`src/dma_settings.svh`:
```
// DMA controller settings for channel count, block length and register offsets
`ifndef DMA_SETTINGS_SVH
`define DMA_SETTINGS_SVH

`define DMA_CHANNELS     4
`define DMA_BLOCK_WORDS  4

// CPU register offsets
`define DMA_ADDR_CMD     4'd8
`define DMA_ADDR_REQ     4'd9
`define DMA_ADDR_SMASK   4'd10
`define DMA_ADDR_MODE    4'd11
`define DMA_ADDR_MCLR    4'd13
`define DMA_ADDR_CLRMASK 4'd14
`define DMA_ADDR_WMASK   4'd15

`endif

```
`src/dma_bus_pkg.sv`:
```
// DMA CPU bus types for register offsets, the write byte and decoded strobes
`include "dma_settings.svh"

package dma_bus_pkg;

    typedef enum logic [3:0] {
        DMA_REG_CMD     = `DMA_ADDR_CMD,
        DMA_REG_REQ     = `DMA_ADDR_REQ,
        DMA_REG_SMASK   = `DMA_ADDR_SMASK,
        DMA_REG_MODE    = `DMA_ADDR_MODE,
        DMA_REG_MCLR    = `DMA_ADDR_MCLR,
        DMA_REG_CLRMASK = `DMA_ADDR_CLRMASK,
        DMA_REG_WMASK   = `DMA_ADDR_WMASK
    } dma_reg_addr_e;

    // Command register layout
    typedef struct packed {
        logic       reserved_7;
        logic       dreq_low;
        logic       reserved_5;
        logic       rotate;
        logic       reserved_3;
        logic       ctrl_disable;
        logic [1:0] reserved_1_0;
    } dma_cmd_word_t;

    // Mask, request and mode layout
    typedef struct packed {
        logic [4:0] mode;
        logic       set_bit;
        logic [1:0] chan_sel;
    } dma_chan_word_t;

    typedef union packed {
        dma_cmd_word_t  cmd;
        dma_chan_word_t chan;
    } dma_write_word_u;

    typedef struct packed {
        logic            write_command;
        logic            write_request;
        logic            set_reset_mask;
        logic            write_all_mask;
        logic            master_clear;
        logic            clear_mask;
        logic            write_mode;
        dma_write_word_u data;
    } dma_strobe_t;

endpackage

```
`src/dma_chan_pkg.sv`:
```
// DMA per-channel types with rotate and lowest-bit priority helpers
`include "dma_settings.svh"

package dma_chan_pkg;

    typedef logic [`DMA_CHANNELS-1:0]         dma_chan_vec_t;
    typedef logic [$clog2(`DMA_CHANNELS)-1:0] dma_chan_id_t;

    typedef struct packed {
        logic         active;
        dma_chan_id_t channel;
        logic [2:0]   words_left;
    } dma_grant_t;

    function automatic dma_chan_vec_t rotate_right(dma_chan_vec_t vec, dma_chan_id_t amount);
        dma_chan_vec_t result;
        for (int i = 0; i < `DMA_CHANNELS; i++) begin
            result[i] = vec[(i + int'(amount)) % `DMA_CHANNELS];
        end
        return result;
    endfunction

    function automatic dma_chan_vec_t rotate_left(dma_chan_vec_t vec, dma_chan_id_t amount);
        dma_chan_vec_t result;
        for (int i = 0; i < `DMA_CHANNELS; i++) begin
            result[(i + int'(amount)) % `DMA_CHANNELS] = vec[i];
        end
        return result;
    endfunction

    // Keeps only the lowest set bit
    function automatic dma_chan_vec_t resolve_priority(dma_chan_vec_t vec);
        return vec & (~vec + dma_chan_vec_t'(1));
    endfunction

endpackage

```
`src/dma_reg_decode.sv`:
```
// DMA register write decoder producing strobes and holding per-channel mode
module dma_reg_decode
    import dma_bus_pkg::*;
    import dma_chan_pkg::*;
(
    input  logic            clock,
    input  logic            reset,
    input  logic            cs_i,
    input  logic            wr_i,
    input  dma_reg_addr_e   addr_i,
    input  dma_write_word_u data_i,
    output dma_strobe_t     strobes_o,
    output dma_chan_vec_t   edge_mode_o
);

    logic write_en;

    assign write_en = cs_i && wr_i;

    always_comb begin
        strobes_o      = '0;
        strobes_o.data = data_i;
        if (write_en) begin
            case (addr_i)
                DMA_REG_CMD:     strobes_o.write_command  = 1'b1;
                DMA_REG_REQ:     strobes_o.write_request  = 1'b1;
                DMA_REG_SMASK:   strobes_o.set_reset_mask = 1'b1;
                DMA_REG_MODE:    strobes_o.write_mode     = 1'b1;
                DMA_REG_MCLR:    strobes_o.master_clear   = 1'b1;
                DMA_REG_CLRMASK: strobes_o.clear_mask     = 1'b1;
                DMA_REG_WMASK:   strobes_o.write_all_mask = 1'b1;
                default: ;
            endcase
        end
    end

    // Mode bits 7:6 of zero select demand mode
    always_ff @(posedge clock or posedge reset) begin
        if (reset) begin
            edge_mode_o <= '0;
        end else if (strobes_o.master_clear) begin
            edge_mode_o <= '0;
        end else if (strobes_o.write_mode) begin
            edge_mode_o[data_i.chan.chan_sel] <= (data_i.chan.mode[4:3] != 2'b00);
        end
    end

endmodule

```
`src/dma_priority_encoder.sv`:
```
// DMA request priority encoder with command, mask and request registers
`include "dma_settings.svh"

module dma_priority_encoder
    import dma_bus_pkg::*;
    import dma_chan_pkg::*;
(
    input  logic          clock,
    input  logic          reset,
    input  dma_strobe_t   strobes_i,
    input  dma_chan_vec_t edge_mode_i,
    input  dma_chan_id_t  dma_rotate_i,
    input  dma_chan_vec_t dreq_i,
    input  dma_chan_vec_t ack_vec_i,
    input  logic          eop_int_i,
    output dma_chan_vec_t request_state_o,
    output dma_chan_vec_t encoded_dma_o
);

    logic          ctrl_disable;
    logic          rotate_en;
    logic          dreq_low;
    dma_chan_vec_t mask_reg;
    dma_chan_vec_t request_reg;
    dma_chan_vec_t dreq_ff;
    dma_chan_vec_t dreq_lock;
    dma_chan_vec_t rotated;
    dma_chan_vec_t picked;

    // Command register
    always_ff @(posedge clock or posedge reset) begin
        if (reset) begin
            ctrl_disable <= 1'b0;
            rotate_en    <= 1'b0;
            dreq_low     <= 1'b0;
        end else if (strobes_i.master_clear) begin
            ctrl_disable <= 1'b0;
            rotate_en    <= 1'b0;
            dreq_low     <= 1'b0;
        end else if (strobes_i.write_command) begin
            ctrl_disable <= strobes_i.data.cmd.ctrl_disable;
            rotate_en    <= strobes_i.data.cmd.rotate;
            dreq_low     <= strobes_i.data.cmd.dreq_low;
        end
    end

    // DREQ sampled with the programmed sense
    always_ff @(posedge clock or posedge reset) begin
        if (reset) begin
            dreq_ff <= '0;
        end else if (strobes_i.master_clear) begin
            dreq_ff <= '0;
        end else begin
            dreq_ff <= dreq_low ? ~dreq_i : dreq_i;
        end
    end

    for (genvar ch = 0; ch < `DMA_CHANNELS; ch++) begin : g_chan
        logic chan_hit;

        assign chan_hit = (strobes_i.data.chan.chan_sel == dma_chan_id_t'(ch));

        // Mask bit, set on reset and master clear
        always_ff @(posedge clock or posedge reset) begin
            if (reset) begin
                mask_reg[ch] <= 1'b1;
            end else if (strobes_i.master_clear) begin
                mask_reg[ch] <= 1'b1;
            end else if (strobes_i.clear_mask) begin
                mask_reg[ch] <= 1'b0;
            end else if (strobes_i.set_reset_mask && chan_hit) begin
                mask_reg[ch] <= strobes_i.data.chan.set_bit;
            end else if (strobes_i.write_all_mask) begin
                mask_reg[ch] <= strobes_i.data[ch];
            end
        end

        // Software request, dropped when its block ends
        always_ff @(posedge clock or posedge reset) begin
            if (reset) begin
                request_reg[ch] <= 1'b0;
            end else if (strobes_i.master_clear || strobes_i.clear_mask) begin
                request_reg[ch] <= 1'b0;
            end else if (strobes_i.write_request && chan_hit) begin
                request_reg[ch] <= strobes_i.data.chan.set_bit;
            end else if (eop_int_i && ack_vec_i[ch]) begin
                request_reg[ch] <= 1'b0;
            end
        end

        // Edge lock holds a served request until DREQ drops
        always_ff @(posedge clock or posedge reset) begin
            if (reset) begin
                dreq_lock[ch] <= 1'b0;
            end else if (strobes_i.master_clear || strobes_i.clear_mask) begin
                dreq_lock[ch] <= 1'b0;
            end else if (!edge_mode_i[ch]) begin
                dreq_lock[ch] <= 1'b0;
            end else if (eop_int_i && ack_vec_i[ch]) begin
                dreq_lock[ch] <= 1'b1;
            end else if (!dreq_ff[ch] && !ack_vec_i[ch]) begin
                dreq_lock[ch] <= 1'b0;
            end
        end
    end

    assign request_state_o = (dreq_ff & ~dreq_lock & ~mask_reg) | request_reg;

    always_comb begin
        rotated = rotate_en ? rotate_right(request_state_o, dma_rotate_i) : request_state_o;
        picked  = resolve_priority(rotated);
        if (ctrl_disable) begin
            encoded_dma_o = '0;
        end else if (rotate_en) begin
            encoded_dma_o = rotate_left(picked, dma_rotate_i);
        end else begin
            encoded_dma_o = picked;
        end
    end

    a_pick_onehot: assert property (
        @(posedge clock) disable iff (reset)
        $onehot0(encoded_dma_o)
    );

endmodule

```
`src/dma_grant_sequencer.sv`:
```
// DMA grant sequencer driving HRQ, DACK and EOP for one block per grant
`include "dma_settings.svh"

module dma_grant_sequencer
    import dma_chan_pkg::*;
(
    input  logic          clock,
    input  logic          reset,
    input  dma_chan_vec_t encoded_dma_i,
    input  logic          hlda_i,
    input  logic          eop_i,
    output logic          hrq_o,
    output dma_chan_vec_t dack_o,
    output logic          eop_o,
    output dma_chan_id_t  dma_rotate_o
);

    localparam logic [2:0] BLOCK_WORDS = 3'(`DMA_BLOCK_WORDS);

    typedef enum logic [1:0] {
        SEQ_IDLE,
        SEQ_REQUEST,
        SEQ_TRANSFER
    } seq_state_e;

    seq_state_e   state;
    dma_grant_t   grant;
    dma_chan_id_t pick_id;
    logic         last_cycle;

    // One-hot pick to channel index
    always_comb begin
        pick_id = '0;
        for (int i = 0; i < `DMA_CHANNELS; i++) begin
            if (encoded_dma_i[i]) begin
                pick_id = dma_chan_id_t'(i);
            end
        end
    end

    // Block ends on the last word or on external EOP
    assign last_cycle = (state == SEQ_TRANSFER) && ((grant.words_left == 3'd1) || eop_i);

    assign hrq_o  = grant.active;
    assign eop_o  = last_cycle;
    assign dack_o = (state == SEQ_TRANSFER) ? (dma_chan_vec_t'(1) << grant.channel) : '0;

    always_ff @(posedge clock or posedge reset) begin
        if (reset) begin
            state        <= SEQ_IDLE;
            grant        <= '0;
            dma_rotate_o <= '0;
        end else begin
            case (state)
                SEQ_IDLE: begin
                    if (|encoded_dma_i) begin
                        grant.active     <= 1'b1;
                        grant.channel    <= pick_id;
                        grant.words_left <= BLOCK_WORDS;
                        state            <= SEQ_REQUEST;
                    end
                end
                SEQ_REQUEST: begin
                    if (hlda_i) begin
                        state <= SEQ_TRANSFER;
                    end
                end
                SEQ_TRANSFER: begin
                    if (last_cycle) begin
                        grant.active <= 1'b0;
                        dma_rotate_o <= grant.channel + 2'd1;
                        state        <= SEQ_IDLE;
                    end else begin
                        grant.words_left <= grant.words_left - 3'd1;
                    end
                end
                default: state <= SEQ_IDLE;
            endcase
        end
    end

    a_dack_needs_hrq: assert property (
        @(posedge clock) disable iff (reset)
        (|dack_o) |-> hrq_o
    );

endmodule

```
`src/dma_arbiter_top.sv`:
```
// DMA request and grant path joining decoder, priority encoder and sequencer
module dma_arbiter_top
    import dma_bus_pkg::*;
    import dma_chan_pkg::*;
(
    input  logic       clock,
    input  logic       reset,
    input  logic       cs_i,
    input  logic       wr_i,
    input  logic [3:0] addr_i,
    input  logic [7:0] data_i,
    input  logic [3:0] dreq_i,
    input  logic       hlda_i,
    input  logic       eop_i,
    output logic       hrq_o,
    output logic [3:0] dack_o,
    output logic       eop_o
);

    dma_strobe_t   strobes;
    dma_chan_vec_t edge_mode;
    dma_chan_vec_t encoded_dma;
    dma_chan_id_t  dma_rotate;

    dma_reg_decode u_decode (
        .clock       (clock),
        .reset       (reset),
        .cs_i        (cs_i),
        .wr_i        (wr_i),
        .addr_i      (dma_reg_addr_e'(addr_i)),
        .data_i      (dma_write_word_u'(data_i)),
        .strobes_o   (strobes),
        .edge_mode_o (edge_mode)
    );

    // DACK and EOP return to the encoder
    dma_priority_encoder u_encoder (
        .clock           (clock),
        .reset           (reset),
        .strobes_i       (strobes),
        .edge_mode_i     (edge_mode),
        .dma_rotate_i    (dma_rotate),
        .dreq_i          (dreq_i),
        .ack_vec_i       (dack_o),
        .eop_int_i       (eop_o),
        .request_state_o (),
        .encoded_dma_o   (encoded_dma)
    );

    dma_grant_sequencer u_sequencer (
        .clock         (clock),
        .reset         (reset),
        .encoded_dma_i (encoded_dma),
        .hlda_i        (hlda_i),
        .eop_i         (eop_i),
        .hrq_o         (hrq_o),
        .dack_o        (dack_o),
        .eop_o         (eop_o),
        .dma_rotate_o  (dma_rotate)
    );

endmodule

```
`config.mk`:
```
export PLATFORM = sky130hd
export DESIGN_NAME = dma_arbiter_top
export DESIGN_NICKNAME = d
export VERILOG_FILES = /design/src/dma_bus_pkg.sv /design/src/dma_chan_pkg.sv /design/src/dma_reg_decode.sv /design/src/dma_priority_encoder.sv /design/src/dma_grant_sequencer.sv /design/src/dma_arbiter_top.sv
export VERILOG_INCLUDE_DIRS = /design/src /design/src/src
export SDC_FILE = /design/constraint.sdc
export NUM_CORES = 1
export LEC_CHECK = 0
export ABC_AREA = 1
export BUFFER_PORTS_ARGS = -buffer_cell sky130_fd_sc_hd__buf_2
export CORE_MARGIN = 4
export CORE_UTILIZATION = 62
export CTS_BUF_LIST = sky130_fd_sc_hd__clkbuf_4 sky130_fd_sc_hd__clkbuf_8
export DETAILED_ROUTE_END_ITERATION = 7
export GPL_ROUTABILITY_DRIVEN = 0
export PLACE_DENSITY = 0.93
export SYNTH_ARGS = -nofsm -noshare
export SYNTH_HDL_FRONTEND = slang
export SYNTH_SLANG_ARGS = --single-unit
export TNS_END_PERCENT = 10
```
`constraint.sdc`:
```
create_clock -name clock -period 6.1 [get_ports clock]
set_clock_uncertainty 0.05 [all_clocks]
set_input_delay 1.22 -clock clock [delete_from_list [all_inputs] [get_ports clock]]
set_output_delay 1.22 -clock clock [all_outputs]
set_load 0.02 [all_outputs]
```
==> metrics.txt <==
final worst-path cycle share 0.554; Pint 0.575 mW; Post-synth EDFFs 0; Core Box Area roughly 0.0037 mm2; Port-buffer cells 26; Worst-Skew Late Latency just under 0.3 ns; pre-CTS WS 2.74 ns; total die area 0.00495 mm2; Tmin final around 3.4 ns; layout cell share with drive strength beyond 1 0.201; Area contributors post-synth dfrtp_1, nand2_1, inv_1; final instance area 0.00267 mm2; gr usage total 0.265; ys async rst share 1.00; Pleak 1.38 nW; Routed WL approximately 5.9 mm; vias in the first global route 2463; GRT overflow 0; Mapped Area 0.00241 mm2; Critical Path Start Type primary input; hold_buf cts 0; Post-CTS Setup Bufs 0; Gate Count Post-Synth about 330; final worst slack roughly 2.7 ns; Root Buffer clkbuf_8; CTS tree done; combinational power share 0.556; # fillers roughly 320; Slew HR 0.328; Final Hold Vio Count 0; Die Ht 70.3 um; Worst R2R Setup Slack 3.56 ns; final setup fails 0; Synth Warn # 0; area grow syn2layout 10.9%; Switch Pwr approximately 0.55 mW; run status finished clean; FMAX just under 0.3 GHz; final std cells w/o fill around 410; DP Cell Count roughly 400; worst hold slack 0.454 ns; H-tree levels 2; hold crit path type flop to flop; Power Dens Cells around 420 mW/mm2; Req. time, crit path between 4 and 5 ns; max-cap violations 0; Critical Path AT 2.11 ns; post-route ant nets 0; initial drt markers approximately 140; clock power share 0.145; post-synthesis cell type count 39; Setup CP Type primary input to output pin; via count 2336; Total Power 1.12 mW; Worst-Margin Slew 0.999 ns; Finished Core Util 0.719; most common cell after layout, fill and taps aside nand2_1; Seq pwr share 0.299; Nets 392; total CTS buffers 5; largest register by flop count u_sequencer.grant; Detailed Place HPWL approximately 4.6 mm; CTS-repair resized insts 0; crit-path max FO 8; Yosys top cell area share 0.301; largest net degree at the start of global routing 34; setup TNS 0 ns; syn avg cell area 7.34 um2; CTS Sinks 33; drt drc 0; number of synthesized register bits 33; initial antenna violation count 0; DR WL/cell 14.6 um; Synth Net Count 362; antenna diode count 0; vias per cell 5.74; Synth Flop Type dfrtp_1; Worst-path clk slew 0.07 ns; Final Max Tran Viols 0; global-route wire length before repair 10.6 mm; sequential cell area fraction in the yosys report 0.345; row cnt 22; num ports 28; Max Root-Sink Buffers 2; switch share 0.489; Starting Density 0.648; leading area contributor after synthesis dfrtp_1; commonest non-fill, non-tap cells in the layout nand2_1, inv_1, dfrtp_1, nand3_1, buf_2; CP Capture Type output pin; Worst VDD drop 0.000278 V; die width between 70 and 80 um; instance area at placement 0.00258 mm2; Largest register FFs 5; RSZ-0062 raised after global routing no; drt first pass iters 5
[layout make-up]
class	instances	area, um2	area share
multi-input cells	237	1350	0.507
flip-flops and latches	33	831	0.311
well taps	48	60.1	0.0225
clock inverters	3	17.5	0.00656
clock buffers	5	68.8	0.0258
repair buffers	27	138	0.0515
inverters	54	203	0.0759
[critical path: stages]
cell and delay, ns:
buf_2 0.08, a21oi_1 0.07, nor2_1 0.47, buf_2 0.27
[final timing paths]
check	from	endpoint	depth (start not counted)
max in group asynchronous	reset	u_encoder.mask_reg[2]	3
setup / recovery	eop_i	eop_o	4
hold reg to reg	u_sequencer.grant[1]	u_sequencer.grant[1]	2
setup reg to reg	u_sequencer.dma_rotate_o[0]	u_sequencer.grant[0]	15
min in group asynchronous	reset	u_sequencer.grant[4]	3
hold / removal	u_sequencer.grant[1]	u_sequencer.grant[1]	2
[power by group through the flow]
stage	combinational [mW]	sequential (mW)	clock, mW
6_report	0.625	0.336	0.162
5_1_grt	0.715	0.342	0.178
4_1_cts	0.624	0.334	0.165
3_5_place_dp	0.621	0.337	0
3_3_place_gp	0.584	0.333	0
2_1_floorplan	0.504	0.319	0
[cell families (layout without fill, tap and decap cells)]
family	Yosys count	after routing	synth area share
compound gates	58	58	0.143
flops	33	33	0.345
simple gates	162	162	0.338
fa+ha+maj	12	12	0.0623
xor+xnor	5	5	0.0182
buf+inv	58	89	0.0935
[cell usage after synthesis, types with 4 or more instances]
cell type	number
dfrtp_1	29
dfstp_2	4
a21oi_1	18
o21ai_0	21
nor2_1	25
nand2_1	73
nand3_2	11
xnor2_1	4
ha_1	12
inv_1	52
nand2_2	7
nand3_1	28
[routing by layer]
layer | part of all wire | wire length (um) | track usage | vias up
met5 | 0 | 0 | 0 | -
met4 | 0.029 | 170 | 0.134 | 0
met3 | 0.051 | 305 | 0.0590 | 21
met2 | 0.51 | 3040 | 0.453 | 73
met1 | 0.41 | 2420 | 0.309 | 1115
li1 | - | - | - | 1127
Note: power is estimated with default switching activity, not from simulation.
